**src/hw/cache_defs.svh**
```systemverilog
// cache geometry macros.
// write-buffer depth.

`ifndef CACHE_DEFS_SVH
`define CACHE_DEFS_SVH

// log2 of words per line.
`define CACHE_LG_BLOCK_WORDS 2

// log2 of the number of indices.
`define CACHE_LG_SETS 4

// tag is what is left above index and byte offset.
`define CACHE_TAG_W (32 - `CACHE_LG_SETS - `CACHE_LG_BLOCK_WORDS - 2)

`define WB_DEPTH 4

`endif

```
**src/hw/cache_pkg.sv**
```systemverilog
// cache-side types: request ops, address decode,
// lookup result and store commit.
`default_nettype none

`include "cache_defs.svh"

package cache_pkg;

  typedef enum logic [2:0] {
    OP_LD     = 3'd0,
    OP_ST     = 3'd1,
    OP_TAGFL  = 3'd2,
    OP_AFL    = 3'd3,
    OP_AFLINV = 3'd4,
    OP_AINV   = 3'd5
  } cache_op_e;

  typedef struct packed {
    logic [`CACHE_TAG_W-1:0]            tag;
    logic [`CACHE_LG_SETS-1:0]          index;
    logic [`CACHE_LG_BLOCK_WORDS+1:0]   offset;
  } cache_addr_f_s;

  // tag bit 0 also picks the way for tagfl.
  typedef union packed {
    logic [31:0]   raw;
    cache_addr_f_s f;
  } cache_addr_u;

  typedef struct packed {
    logic                      valid;
    cache_op_e                 op;
    cache_addr_u               addr;
    logic [`CACHE_TAG_W-1:0]   tag0;
    logic [`CACHE_TAG_W-1:0]   tag1;
    logic                      valid0;
    logic                      valid1;
    logic                      dirty0;
    logic                      dirty1;
    logic                      mru;
    logic                      hit;
    logic                      hit_way;
  } lookup_s;

  typedef struct packed {
    logic                        valid;
    logic [`CACHE_LG_SETS-1:0]   index;
    logic                        way;
  } store_commit_s;

endpackage

`default_nettype wire

```
**src/hw/dma_pkg.sv**
```systemverilog
// memory-side types: controller command and external beat.
`default_nettype none

package dma_pkg;

  // evict and fill are single-cycle strobes.
  typedef struct packed {
    logic        evict;
    logic        fill;
    logic [31:0] line_addr;
  } dma_cmd_s;

  // one word per beat, write set for evicts.
  typedef struct packed {
    logic        valid;
    logic        write;
    logic [29:0] word_addr;
  } mem_beat_s;

endpackage

`default_nettype wire

```
**src/hw/write_buffer.sv**
```systemverilog
// FIFO of committed stores.
// drains one entry per cycle into the status arrays.
`default_nettype none
`timescale 1ns/1ns

`include "cache_defs.svh"

module write_buffer import cache_pkg::*; (
  input  logic          clk_i,
  input  logic          rst_i,
  input  store_commit_s push_i,
  output store_commit_s pop_o,
  output logic          empty_o
);

  localparam int PTR_W = $clog2(`WB_DEPTH);

  store_commit_s    mem_r [`WB_DEPTH];
  logic [PTR_W-1:0] wr_ptr_r;
  logic [PTR_W-1:0] rd_ptr_r;
  logic [PTR_W:0]   count_r;
  logic             pop;

  assign empty_o = (count_r == '0);
  assign pop     = !empty_o;

  always_comb begin
    pop_o       = mem_r[rd_ptr_r];
    pop_o.valid = pop;
  end

  always_ff @(posedge clk_i) begin
    if (push_i.valid) begin
      mem_r[wr_ptr_r] <= push_i;
    end
  end

  always_ff @(posedge clk_i) begin
    if (rst_i) begin
      wr_ptr_r <= '0;
      rd_ptr_r <= '0;
      count_r  <= '0;
    end else begin
      if (push_i.valid) begin
        wr_ptr_r <= wr_ptr_r + 1'b1;
      end
      if (pop) begin
        rd_ptr_r <= rd_ptr_r + 1'b1;
      end
      count_r <= count_r + (PTR_W+1)'(push_i.valid) - (PTR_W+1)'(pop);
    end
  end

  assert property (@(posedge clk_i) disable iff (rst_i)
    push_i.valid |-> (count_r != (PTR_W+1)'(`WB_DEPTH)));

endmodule

`default_nettype wire

```
**src/hw/tag_status_mem.sv**
```systemverilog
// tag, valid, dirty and MRU arrays.
// registered two-way lookup with tag compare.
`default_nettype none
`timescale 1ns/1ns

`include "cache_defs.svh"

module tag_status_mem import cache_pkg::*; (
  input  logic                        clk_i,
  input  logic                        rst_i,
  input  logic                        req_v_i,
  input  cache_op_e                   req_op_i,
  input  cache_addr_u                 req_addr_i,
  output lookup_s                     lookup_o,
  input  logic                        tag_we_i,
  input  logic                        inval_i,
  input  logic                        dirty_clr_i,
  input  logic                        touch_i,
  input  logic                        way_i,
  input  logic [`CACHE_LG_SETS-1:0]   index_i,
  input  logic [`CACHE_TAG_W-1:0]     tag_i,
  input  store_commit_s               wb_pop_i
);

  localparam int SETS = 1 << `CACHE_LG_SETS;

  logic [`CACHE_TAG_W-1:0] tags_r [2][SETS];
  logic [1:0]              valid_r [SETS];
  logic [1:0]              dirty_r [SETS];
  logic [SETS-1:0]         mru_r;

  logic                    lk_v_r;
  cache_op_e               lk_op_r;
  cache_addr_u             lk_addr_r;
  logic [`CACHE_TAG_W-1:0] lk_tag0_r;
  logic [`CACHE_TAG_W-1:0] lk_tag1_r;
  logic [1:0]              lk_valid_r;
  logic                    hit0;
  logic                    hit1;

  always_ff @(posedge clk_i) begin
    if (tag_we_i) begin
      tags_r[way_i][index_i] <= tag_i;
    end
  end

  always_ff @(posedge clk_i) begin
    if (rst_i) begin
      for (int i = 0; i < SETS; i++) begin
        valid_r[i] <= 2'b00;
        dirty_r[i] <= 2'b00;
      end
      mru_r <= '0;
    end else begin
      // drain first, controller updates below take priority.
      if (wb_pop_i.valid) begin
        dirty_r[wb_pop_i.index][wb_pop_i.way] <= 1'b1;
        mru_r[wb_pop_i.index]                 <= wb_pop_i.way;
      end
      if (tag_we_i) begin
        valid_r[index_i][way_i] <= 1'b1;
        dirty_r[index_i][way_i] <= 1'b0;
        mru_r[index_i]          <= way_i;
      end
      if (inval_i) begin
        valid_r[index_i][way_i] <= 1'b0;
        dirty_r[index_i][way_i] <= 1'b0;
      end
      if (dirty_clr_i) begin
        dirty_r[index_i][way_i] <= 1'b0;
      end
      if (touch_i) begin
        mru_r[index_i] <= way_i;
      end
    end
  end

  always_ff @(posedge clk_i) begin
    if (rst_i) begin
      lk_v_r <= 1'b0;
    end else begin
      lk_v_r <= req_v_i;
    end
  end

  // request fields hold for the whole miss.
  always_ff @(posedge clk_i) begin
    if (req_v_i) begin
      lk_op_r    <= req_op_i;
      lk_addr_r  <= req_addr_i;
      lk_tag0_r  <= tags_r[0][req_addr_i.f.index];
      lk_tag1_r  <= tags_r[1][req_addr_i.f.index];
      lk_valid_r <= valid_r[req_addr_i.f.index];
    end
  end

  assign hit0 = lk_valid_r[0] & (lk_tag0_r == lk_addr_r.f.tag);
  assign hit1 = lk_valid_r[1] & (lk_tag1_r == lk_addr_r.f.tag);

  // dirty and mru follow the live arrays so buffer drains are seen.
  always_comb begin
    lookup_o.valid   = lk_v_r;
    lookup_o.op      = lk_op_r;
    lookup_o.addr    = lk_addr_r;
    lookup_o.tag0    = lk_tag0_r;
    lookup_o.tag1    = lk_tag1_r;
    lookup_o.valid0  = lk_valid_r[0];
    lookup_o.valid1  = lk_valid_r[1];
    lookup_o.dirty0  = dirty_r[lk_addr_r.f.index][0];
    lookup_o.dirty1  = dirty_r[lk_addr_r.f.index][1];
    lookup_o.mru     = mru_r[lk_addr_r.f.index];
    lookup_o.hit     = hit0 | hit1;
    lookup_o.hit_way = hit1;
  end

  assert property (@(posedge clk_i) disable iff (rst_i)
    lk_v_r |-> !(hit0 && hit1));

endmodule

`default_nettype wire

```
**src/hw/dma_engine.sv**
```systemverilog
// line transfer engine.
// one memory beat per word, each closed by an ack.
`default_nettype none
`timescale 1ns/1ns

`include "cache_defs.svh"

module dma_engine import dma_pkg::*; (
  input  logic      clk_i,
  input  logic      rst_i,
  input  dma_cmd_s  cmd_i,
  output mem_beat_s mem_o,
  input  logic      mem_ack_i,
  output logic      done_o
);

  localparam int LGW = `CACHE_LG_BLOCK_WORDS;

  logic            busy_r;
  logic            write_r;
  logic [29-LGW:0] base_r;
  logic [LGW-1:0]  cnt_r;
  logic            start;
  logic            last_beat;

  assign start     = cmd_i.evict | cmd_i.fill;
  assign last_beat = &cnt_r;
  assign done_o    = busy_r & mem_ack_i & last_beat;

  always_ff @(posedge clk_i) begin
    if (rst_i) begin
      busy_r <= 1'b0;
      cnt_r  <= '0;
    end else if (start) begin
      busy_r <= 1'b1;
      cnt_r  <= '0;
    end else if (busy_r && mem_ack_i) begin
      cnt_r <= cnt_r + 1'b1;
      if (last_beat) begin
        busy_r <= 1'b0;
      end
    end
  end

  // line base in words.
  always_ff @(posedge clk_i) begin
    if (start) begin
      write_r <= cmd_i.evict;
      base_r  <= cmd_i.line_addr[31:LGW+2];
    end
  end

  always_comb begin
    mem_o.valid     = busy_r;
    mem_o.write     = write_r;
    mem_o.word_addr = {base_r, cnt_r};
  end

  assert property (@(posedge clk_i) disable iff (rst_i) start |-> !busy_r);

endmodule

`default_nettype wire

```
**src/hw/miss_fsm.sv**
```systemverilog
// miss and flush controller.
// picks victim or flush way, sequences evict and fill.
`default_nettype none
`timescale 1ns/1ns

`include "cache_defs.svh"

module miss_fsm import cache_pkg::*, dma_pkg::*; (
  input  logic                        clk_i,
  input  logic                        rst_i,
  input  lookup_s                     lookup_i,
  input  logic                        wb_empty_i,
  input  logic                        dma_done_i,
  output dma_cmd_s                    dma_cmd_o,
  output store_commit_s               commit_o,
  output logic                        tag_we_o,
  output logic                        inval_o,
  output logic                        dirty_clr_o,
  output logic                        touch_o,
  output logic                        way_o,
  output logic [`CACHE_LG_SETS-1:0]   index_o,
  output logic [`CACHE_TAG_W-1:0]     tag_o,
  output logic                        busy_o,
  output logic                        done_o
);

  localparam int OFF_W = `CACHE_LG_BLOCK_WORDS + 2;

  typedef enum logic [2:0] {
    S_IDLE,
    S_CHOOSE,
    S_FILL_ADDR,
    S_EVICT_ADDR,
    S_EVICT_DATA,
    S_FILL_DATA,
    S_RECOVER
  } state_e;

  state_e      state_r;
  state_e      state_n;
  logic        way_r;
  logic        way_n;
  logic        way_dirty_r;
  logic        way_valid_r;
  logic [31:0] evict_addr_r;
  logic        done_r;
  logic        done_n;
  logic        fill_op;
  logic        victim;
  logic        need_evict;

  assign fill_op = (lookup_i.op == OP_LD) | (lookup_i.op == OP_ST);

  // first invalid way, else the one not recently used.
  assign victim = !lookup_i.valid0 ? 1'b0 : (!lookup_i.valid1 ? 1'b1 : !lookup_i.mru);
  assign way_n = fill_op ? victim :
                 ((lookup_i.op == OP_TAGFL) ? lookup_i.addr.f.tag[0] : lookup_i.hit_way);

  assign need_evict = way_dirty_r & way_valid_r & (lookup_i.op != OP_AINV);

  assign way_o   = (state_r == S_IDLE) ? lookup_i.hit_way : way_r;
  assign index_o = lookup_i.addr.f.index;
  assign tag_o   = lookup_i.addr.f.tag;
  assign done_o  = done_r;
  assign busy_o  = lookup_i.valid | (state_r != S_IDLE) | done_r;

  // dirty bits are sampled once the buffer has drained.
  always_ff @(posedge clk_i) begin
    if (state_r == S_CHOOSE && wb_empty_i) begin
      way_r        <= way_n;
      way_dirty_r  <= way_n ? lookup_i.dirty1 : lookup_i.dirty0;
      way_valid_r  <= way_n ? lookup_i.valid1 : lookup_i.valid0;
      evict_addr_r <= {(way_n ? lookup_i.tag1 : lookup_i.tag0), lookup_i.addr.f.index,
                       OFF_W'(0)};
    end
  end

  always_comb begin
    state_n     = state_r;
    done_n      = 1'b0;
    tag_we_o    = 1'b0;
    inval_o     = 1'b0;
    dirty_clr_o = 1'b0;
    touch_o     = 1'b0;
    commit_o       = '0;
    commit_o.index = lookup_i.addr.f.index;
    commit_o.way   = way_o;
    dma_cmd_o      = '0;
    dma_cmd_o.line_addr = (state_r == S_EVICT_ADDR) ? evict_addr_r :
                          {lookup_i.addr.raw[31:OFF_W], OFF_W'(0)};

    case (state_r)
      S_IDLE: begin
        if (lookup_i.valid) begin
          if (fill_op) begin
            if (lookup_i.hit) begin
              touch_o        = (lookup_i.op == OP_LD);
              commit_o.valid = (lookup_i.op == OP_ST);
              done_n         = 1'b1;
            end else begin
              state_n = S_CHOOSE;
            end
          end else if (lookup_i.op == OP_TAGFL || lookup_i.hit) begin
            state_n = S_CHOOSE;
          end else begin
            done_n = 1'b1;
          end
        end
      end
      S_CHOOSE: begin
        if (wb_empty_i) begin
          state_n = S_EVICT_ADDR;
        end
      end
      S_EVICT_ADDR: begin
        if (need_evict) begin
          dma_cmd_o.evict = 1'b1;
          state_n         = S_EVICT_DATA;
        end else if (fill_op) begin
          state_n = S_FILL_ADDR;
        end else begin
          // clean line, only the invalidating ops act.
          inval_o = way_valid_r & ((lookup_i.op == OP_AINV) | (lookup_i.op == OP_AFLINV));
          state_n = S_RECOVER;
        end
      end
      S_EVICT_DATA: begin
        if (dma_done_i) begin
          if (fill_op) begin
            state_n = S_FILL_ADDR;
          end else begin
            inval_o     = (lookup_i.op == OP_AFLINV);
            dirty_clr_o = (lookup_i.op != OP_AFLINV);
            state_n     = S_RECOVER;
          end
        end
      end
      S_FILL_ADDR: begin
        dma_cmd_o.fill = 1'b1;
        state_n        = S_FILL_DATA;
      end
      S_FILL_DATA: begin
        if (dma_done_i) begin
          tag_we_o       = 1'b1;
          commit_o.valid = (lookup_i.op == OP_ST);
          state_n        = S_RECOVER;
        end
      end
      S_RECOVER: begin
        done_n  = 1'b1;
        state_n = S_IDLE;
      end
      default: state_n = S_IDLE;
    endcase
  end

  always_ff @(posedge clk_i) begin
    if (rst_i) begin
      state_r <= S_IDLE;
      done_r  <= 1'b0;
    end else begin
      state_r <= state_n;
      done_r  <= done_n;
    end
  end

  assert property (@(posedge clk_i) disable iff (rst_i)
    !(dma_cmd_o.evict && dma_cmd_o.fill));

  assert property (@(posedge clk_i) disable iff (rst_i)
    (dma_cmd_o.evict || dma_cmd_o.fill) |-> wb_empty_i);

endmodule

`default_nettype wire

```
**src/hw/miss_top.sv**
```systemverilog
// miss subsystem top.
// wires lookup, controller, write buffer and DMA.
`default_nettype none
`timescale 1ns/1ns

`include "cache_defs.svh"

module miss_top import cache_pkg::*, dma_pkg::*; (
  input  logic        clk_i,
  input  logic        rst_i,
  input  logic        req_v_i,
  input  cache_op_e   req_op_i,
  input  cache_addr_u req_addr_i,
  output mem_beat_s   mem_o,
  input  logic        mem_ack_i,
  output logic        busy_o,
  output logic        done_o
);

  lookup_s                   lookup;
  store_commit_s             commit;
  store_commit_s             wb_pop;
  logic                      wb_empty;
  dma_cmd_s                  dma_cmd;
  logic                      dma_done;
  logic                      tag_we;
  logic                      inval;
  logic                      dirty_clr;
  logic                      touch;
  logic                      way;
  logic [`CACHE_LG_SETS-1:0] index;
  logic [`CACHE_TAG_W-1:0]   tag;

  tag_status_mem u_tags (
    .clk_i, .rst_i, .req_v_i, .req_op_i, .req_addr_i,
    .lookup_o(lookup), .tag_we_i(tag_we), .inval_i(inval), .dirty_clr_i(dirty_clr),
    .touch_i(touch), .way_i(way), .index_i(index), .tag_i(tag), .wb_pop_i(wb_pop)
  );

  miss_fsm u_fsm (
    .clk_i, .rst_i, .lookup_i(lookup), .wb_empty_i(wb_empty), .dma_done_i(dma_done),
    .dma_cmd_o(dma_cmd), .commit_o(commit), .tag_we_o(tag_we), .inval_o(inval),
    .dirty_clr_o(dirty_clr), .touch_o(touch), .way_o(way), .index_o(index),
    .tag_o(tag), .busy_o, .done_o
  );

  write_buffer u_wb (
    .clk_i, .rst_i, .push_i(commit), .pop_o(wb_pop), .empty_o(wb_empty)
  );

  dma_engine u_dma (
    .clk_i, .rst_i, .cmd_i(dma_cmd), .mem_o, .mem_ack_i, .done_o(dma_done)
  );

endmodule

`default_nettype wire

```
**config.mk**
```make
export PLATFORM = sky130hd
export DESIGN_NAME = miss_top
export DESIGN_NICKNAME = d
export VERILOG_FILES = /design/src/hw/cache_pkg.sv /design/src/hw/dma_pkg.sv /design/src/hw/write_buffer.sv /design/src/hw/tag_status_mem.sv /design/src/hw/dma_engine.sv /design/src/hw/miss_fsm.sv /design/src/hw/miss_top.sv
export VERILOG_INCLUDE_DIRS = /design/src /design/src/hw
export SDC_FILE = /design/constraint.sdc
export NUM_CORES = 1
export LEC_CHECK = 0
export ABC_CLOCK_PERIOD_IN_PS = 4100
export BUFFER_PORTS_ARGS = -buffer_cell sky130_fd_sc_hd__buf_2
export CAP_MARGIN = 0
export CORE_ASPECT_RATIO = 1.4
export CORE_MARGIN = 1
export CORE_UTILIZATION = 62
export DETAILED_ROUTE_END_ITERATION = 12
export GPL_ROUTABILITY_DRIVEN = 1
export PLACE_DENSITY = 0.79
export SYNTH_ARGS = -nofsm -noshare
export SYNTH_HDL_FRONTEND = slang
export SYNTH_SLANG_ARGS = --single-unit
```
**constraint.sdc**
```tcl
create_clock -name clk_i -period 4.1 [get_ports clk_i]
set_input_delay 0.82 -clock clk_i [delete_from_list [all_inputs] [get_ports clk_i]]
set_output_delay 0.82 -clock clk_i [all_outputs]
set_load 0.02 [all_outputs]
```
* Word-level counts from Yosys, hierarchy flattened
Memories as Yosys holds them, arrays and structs flattened. A register that Yosys moved wholly into a read port is not among the register bits.
Cells that the tools add are included.
W data, S select, Z words.
** Word-level totals
- Memories kept :: 4
- Bits in writable memories :: 856
- Register bits after elaboration :: 174
- Output and inout port bits :: 34
- Input bits :: 39
- Word-level logic and storage cells :: 213
** Operators by class
- Muxes and demuxes :: 110
- Bitwise operators :: 21
- Equal/unequal tests :: 20
- Add/subtract/negate cells :: 5
- Reductions and logical operators :: 23
- Order comparisons :: 11
** Memories
- u_tags.tags_r :: depth 2, bits a word 384, read ports 2, clocked after memory_dff 0, wr ports 1, RTL line tag_status_mem.sv:27 : logic [`CACHE_TAG_W-1:0] tags_r [2][SETS];
- u_tags.dirty_r :: depth 16, bits a word 2, read ports 1, clocked after memory_dff 1, wr ports 16, RTL line tag_status_mem.sv:29 : logic [1:0] dirty_r [SETS];
- u_tags.valid_r :: depth 16, bits a word 2, read ports 1, clocked after memory_dff 1, wr ports 16, RTL line tag_status_mem.sv:28 : logic [1:0] valid_r [SETS];
- u_wb.mem_r :: depth 4, bits a word 6, read ports 1, clocked after memory_dff 1, wr ports 1, RTL line write_buffer.sv:18 : store_commit_s mem_r [`WB_DEPTH];
** Operators with widths (count)
- $mux W384 :: 1
- $bmux W24 S4 :: 2
- $mux W24 :: 6
- $demux W24 S4 :: 1
- $mux W16 :: 5
- $mux W1 :: 57
- $bwmux W16 :: 3
- $eq A24 B24 Y1 :: 2
- $mux W32 :: 1
- $mux W3 :: 9
- $mux W2 :: 12
- $pmux W3 S6 :: 1
- $mux W4 :: 4
- $eq A3 B3 Y1 const B :: 5
- $or A1 B1 Y1 :: 12
- $ge A5 B5 Y1 const B :: 2
- $lt A4 B5 Y1 const B :: 2
- $not A4 Y5 :: 2
- $eq A3 B2 Y1 const B :: 3
- $logic_not A3 Y1 :: 3
- $ne A3 B3 Y1 const B :: 3
- $demux W1 S4 :: 2
- $ge A4 B1 Y1 const B :: 2
- $reduce_or A2 Y1 :: 4
- 21 further kinds :: 46

* Logic depth before layout (Yosys ltp)
- Depth after elaboration :: 13
- Mapped depth :: 12
- Depth with buffers taken out :: 12

* Hierarchy
Synthesis repeated with hierarchy kept, for this count alone.
** Second synthesis, totals
- Cells, all modules :: 2132
- Area total of the unflattened synthesis :: 40697.8 µm²
** By module, submodules not included
- tag_status_mem :: cells an instance 1827, instances 1, sequential area each 27636.5 µm², area each 36100.9 µm²
- miss_fsm :: cells an instance 189, instances 1, sequential area each 1011.0 µm², area each 2376.0 µm²
- write_buffer :: cells an instance 70, instances 1, sequential area each 780.7 µm², area each 1171.1 µm²
- dma_engine :: cells an instance 46, instances 1, sequential area each 930.9 µm², area each 1049.8 µm²

* Least setup slack after synthesis
No wires, ideal clock.
- Path kind :: register to register
- Start :: register u_tags.lk_addr_r[8] (netlist name)
- End :: memory u_tags.tags_r[1][288] (netlist name), enable pin
- Period minus slack after synthesis :: 3593 ps
- Setup time :: 405 ps
- Required time :: 3695 ps
- Cell stages (with the launch flop) :: 9
- Path slack :: 507 ps
- Path buffers :: 1
- Arrival time :: 3188 ps
- Cell sequence :: edfxtp_1 xnor2_1 nand4_1 nor4_4 a31oi_2 inv_2 buf_4 nand2_1 nor2_1
** RTL lines
- from (decl) :: RTL line tag_status_mem.sv:34 : cache_addr_u lk_addr_r;
- from (signal assigned) :: RTL line tag_status_mem.sv:90 : lk_addr_r <= req_addr_i;
- to (decl) :: RTL line tag_status_mem.sv:27

* Final worst setup path
- Start :: register u_tags.lk_addr_r[27] (netlist name)
- End :: memory u_tags.tags_r[1][326] (netlist name), enable pin
** Between the ends
- Word-level cells in the longest chain between the ends :: 3
** Ends and longest elaborated chain
- $eq A24 B24 Y1 :: RTL line tag_status_mem.sv:98 : assign hit1 = lk_valid_r[1] & (lk_tag1_r == lk_addr_r.f.tag);
- $and A1 B1 Y1 :: RTL line tag_status_mem.sv:98
- $mux W1 :: RTL line miss_fsm.sv:61 : assign way_o = (state_r == S_IDLE) ? lookup_i.hit_way : way_r;
No other way between the ends.

==> reports/qor.txt <==
YOSYS
-------------------------------------------------------------------------------------------------
Number of nets in the synthesized netlist                                                   2,029
Share of synthesized cell area in and, or, nand and nor gates                               3.07%
Compound-gate portion of the synthesized area                                               2.83%
Most instantiated flip-flop cell in the synthesis netlist                                edfxtp_1
Post-synthesis mux area share                                                               16.9%
Post-synth EDFFs                                                                              961
Xor/xnor share of the synthesized area                                                      1.12%
Fraction of the yosys area taken by sequential cells                                        74.5%
Synth area leaders                                                                   edfxtp_1, mux4_2, dfxtp_1
Number of synthesized register bits                                                         1,030
Synth Area in Adders                                                                       0.265%
Cell accounting for the most synthesized area                                            edfxtp_1
Post-synthesis instance area                                                          40,600 um^2
Top-area cell type share of the netlist area                                                71.1%
Ys async rst share                                                                             0%
Synthesized instance count                                                                  1,982
YS warnings                                                                                     0
Main combinational cell family by area after synthesis                               multiplexers
Average cell area after synthesis                                                       20.5 um^2
Number of distinct library cell variants in the gate-level netlist after synthesis             57

POWER AND IR DROP
-------------------------------------------------------------------------------------------------
Worst IR Drop VDD                                                                        0.540 mV
Design Power                                                                              22.5 mW
Combinational cell fraction of total power                                                   7.7%
Net switching power figure                                                                5.11 mW
Clock group share of total power                                                            38.6%
Total power density per cell area                                                     492 nW/um^2
Leak pwr                                                                                  14.5 nW
Net Sw Frac                                                                                 22.7%
Sequential fraction of design power                                                         53.6%
Internal portion of total power                                                           17.4 mW

ROUTE
-------------------------------------------------------------------------------------------------
Routed vias/inst                                                                             6.97
Routed wirelength normalized by instance count                                            34.0 um
DRC violation total after the first TritonRoute iteration                                   3,020
Drt first pass iters                                                                            6
Post-DRT Antenna Nets                                                                           0
Vias after detailed routing                                                                21,200
DRC violation count after routing                                                               0
Routed Wire Length                                                                     103,000 um

CRITICAL PATH
-------------------------------------------------------------------------------------------------
Destination of the worst register-to-register timing path                            u_tags.tags_r[1][326]$_DFFE_PP_
Critical register-to-register path startpoint                                        u_tags.lk_addr_r[27]$_DFFE_PP_
Maximum fanout count along the critical path                                                   24
Type of element launching the critical path                                             flip-flop
Category of cells accounting for the largest share of critical-path delay            simple AND/OR/NAND/NOR gates
Worst path slowest cell                                                                  edfxtp_1
Slowest cell delay on critical path                                                       0.89 ns
Arrival time at the worst endpoint                                                        4.05 ns
Crit path required time                                                                   4.44 ns
List of cells traversed by the critical path                                         xnor2_1 > nand4_1 > nor4_4 > buf_4 > a31oi_2 > inv_2 > nand2_1 > buf_4 > nor2_4 > buf_12
Most repeated library cell on the critical path                                             buf_4
Classification of the worst setup path                                                    reg2reg
Reg-to-reg slack, setup                                                                   0.39 ns
Buf/Inv on CP                                                                                   4
Critical Path End Type                                                                  flip-flop
Depth of the most critical reg-to-reg path                                                     10

CLOCK NETWORK
-------------------------------------------------------------------------------------------------
Bufs on Longest Clock Path                                                                      3
Number of H-tree levels                                                                         3
CTS tree                                                                                      yes
Clk pin slew, worst setup/hold paths                                                      0.07 ns
Clock Latency Late Sink                                                                   0.67 ns
Post-CTS sizing                                                                                 0
Postcts setup bufs                                                                              0
Number of CTS-inserted buffers                                                                 90
Number of sinks driven by the clock tree                                                    1,030
Hold buffers post-CTS                                                                           0
CTS Root Cell                                                                           clkbuf_16

FINAL LAYOUT
-------------------------------------------------------------------------------------------------
Share of post-route cells with drive strength above 1                                       30.8%
Final nets                                                                                  2,174
Layout overhead on the synthesized area                                                     12.6%
Number of antenna diodes                                                                        0

PLACE
-------------------------------------------------------------------------------------------------
IO buf count                                                                                   68
Post-detailed-placement half-perimeter wirelength                                       56,500 um
Gp weighted congestion                                                                      0.918

TIMING
-------------------------------------------------------------------------------------------------
Slew HR                                                                                     12.8%
Highest achievable clock rate                                                           0.270 GHz
Setup clock skew after layout                                                           0.0225 ns
Slew at the pin with the worst max-slew slack                                             1.30 ns
Fin. Hold Viols                                                                                 0
Shortest clock period the worst path allows after layout                                  3.71 ns
Final setup vio count                                                                           0
Total Negative Setup Slacks                                                                  0 ns
Period utilisation layout                                                                   90.4%
Final Max Tran Viols                                                                            0
Unrepaired setup endpoints after global routing                                                no

FLOORPLANNING
-------------------------------------------------------------------------------------------------
Initial standard-cell utilization of the core                                               62.8%
DIE AREA                                                                              66,500 um^2
Count of boundary I/O pins                                                                     73
Core Region                                                                           64,500 um^2
Number of standard-cell rows in the floorplan                                                 110
Vert. Die Dim                                                                              305 um
Die W                                                                                      218 um

GRT
-------------------------------------------------------------------------------------------------
Total global-route track usage                                                              32.2%
Largest net degree at the start of global routing                                              82
Antenna violations before repair                                                                0
GRT overflow                                                                                    0
Vias in the first global route                                                             21,900
Wire length of the first global-routing pass                                           150,000 um

WORST HOLD PATH
-------------------------------------------------------------------------------------------------
Hold Path Origin                                                                     req_addr_i[20]
Hold path depth                                                                                 1
Worst Hold Path EP                                                                   u_tags.lk_addr_r[20]$_DFFE_PP_
Class of the worst hold path                                                               in2reg

FLOW RUN
-------------------------------------------------------------------------------------------------
Max-cap violations                                                                              0

STATUS
-------------------------------------------------------------------------------------------------
Result of the run                                                                    finished clean

through the flow:
stage / cell area [um^2] / util [%] / setup WS, ns / hold WS, ns / cells
floorplan: 40600 / - / 0.507 / 0.478 / 1982
detailed placement: 42700 / 66.2 / 0.489 / 0.519 / 2875
global route: 45700 / 70.8 / 0.149 / 0.320 / 3041
global placement: 42700 / 66.2 / 0.551 / 0.493 / 2875
finish: 45700 / 70.8 / 0.393 / 0.331 / 3041
CTS: 45700 / 70.8 / 0.398 / 0.301 / 3041
registers in the layout, indices dropped and copies added (netlist names), 3 cells and up, named ones only:
| signal | cells |
|---|---|
| u_wb.count_r | 3 |
| u_fsm.evict_addr_r | 28 |
| u_wb.mem_r | 20 |
| u_tags.lk_addr_r | 28 |
| u_fsm.state_r | 3 |
| u_tags.lk_tag0_r | 24 |
| u_tags.mru_r | 16 |
| u_tags.dirty_r | 32 |
| u_dma.base_r | 28 |
| u_tags.valid_r | 32 |
| u_tags.lk_op_r | 3 |
| u_tags.tags_r | 768 |
| u_tags.lk_tag1_r | 24 |
cell type report:
type	count	area, um^2
Tap cell	840	1050
Multi-Input combinational cell	831	10100
Timing Repair Buffer	163	1320
Inverter	11	41.3
Fill cell	3607	18900
Clock inverter	52	608
Clock buffer	114	2370
Sequential cell	1030	30200
metal layers:
metal  vias to the layer above  track usage, %  wire [um]
met1                     10900            40.6      34700
met3                       350            4.60       9230
met2                      1542            54.1      53100
li1                       8421               -          -
met4                         0            17.5       6230
met5                         -               0          0
worst max path at each step:
stage	from	endpoint	slack, ns	cells past startpoint
2_1_floorplan	u_tags.lk_addr_r[8]$_DFFE_PP_	u_tags.tags_r[1][288]$_DFFE_PP_	0.51	8
3_3_place_gp	u_tags.lk_addr_r[8]$_DFFE_PP_	u_tags.tags_r[1][299]$_DFFE_PP_	0.55	10
3_5_place_dp	u_tags.lk_addr_r[8]$_DFFE_PP_	u_tags.tags_r[1][323]$_DFFE_PP_	0.49	10
4_1_cts	u_tags.lk_addr_r[27]$_DFFE_PP_	u_tags.tags_r[1][302]$_DFFE_PP_	0.40	10
5_1_grt	u_tags.lk_addr_r[27]$_DFFE_PP_	u_tags.valid_r[0][0]$_SDFFCE_PN0P_	0.15	10
6_report	u_tags.lk_addr_r[27]$_DFFE_PP_	u_tags.tags_r[1][326]$_DFFE_PP_	0.39	10
cells in the mapped netlist (all sizes together), types with 3 or more instances:
library cell and instances:
clkbuf 63, edfxtp 961, dfxtp 69, nand2b 10, a31o 6, mux2 60
a211oi 34, and2 6, o21ai 15, ha 7, nor2b 11, mux4 266
nand3b 4, nor3b 4, nand4 15, nand2 49, xor2 3, a21oi 62
mux2i 17, a21o 32, nor4 4, a31oi 5, inv 11, nor2 120
nand3 11, xnor2 49, nor3 14, buf 47, a221oi 11
kinds of logic (layout without fill, tap and decap cells):
kind of cell	after synthesis	after routing
compound gates	172	172
xor+xnor	52	52
fa+ha+maj	8	8
buf+inv	121	340
flops	1030	1030
mux	343	343
simple gates	256	256
power groups by stage:
stage               sequential [mW]  clock (mW)  combinational, mW
finish                         12.0        8.68               1.74
CTS                            12.0        8.74               1.73
detailed placement             12.3           0               1.70
global route                   12.1        9.12               1.84
floorplan                      12.2           0               1.15
global placement               12.2           0               1.65
layout by cell type, fill, tap and decap left out, types with 11 or more instances in the layout:
| cell | synthesis | final |
|---|---|---|
| a21oi_1 | 61 | 60 |
| mux2_2 | 55 | 55 |
| nand2_1 | 48 | 48 |
| mux2i_1 | 17 | 17 |
| a21o_1 | 32 | 32 |
| o21ai_0 | 12 | 12 |
| clkinv_1 | 0 | 15 |
| nor3_1 | 12 | 11 |
| nor2_2 | 12 | 12 |
| nor2_4 | 0 | 32 |
| nor2b_1 | 11 | 11 |
| mux4_2 | 266 | 266 |
| clkbuf_16 | 0 | 91 |
| nand4_1 | 15 | 15 |
| clkbuf_1 | 63 | 22 |
| edfxtp_1 | 961 | 961 |
| dfxtp_1 | 69 | 69 |
| a211oi_1 | 34 | 34 |
| nor2_1 | 108 | 76 |
| xnor2_1 | 49 | 49 |
| buf_4 | 3 | 79 |
| bufinv_16 | 0 | 12 |
| buf_2 | 31 | 63 |
| buf_12 | 0 | 19 |
worst register-to-register path, delay by kind of cell, from the launching register on:
| family | cells | cell delay, ns |
|---|---|---|
| XOR/XNOR | 1 | 0.23 |
| flip-flops | 1 | 0.89 |
| buffers and inverters | 4 | 1.03 |
| AO/OA/AOI/OAI | 1 | 0.16 |
| AND/OR/NAND/NOR | 4 | 1.05 |
Power figures use the tool's default switching activity.
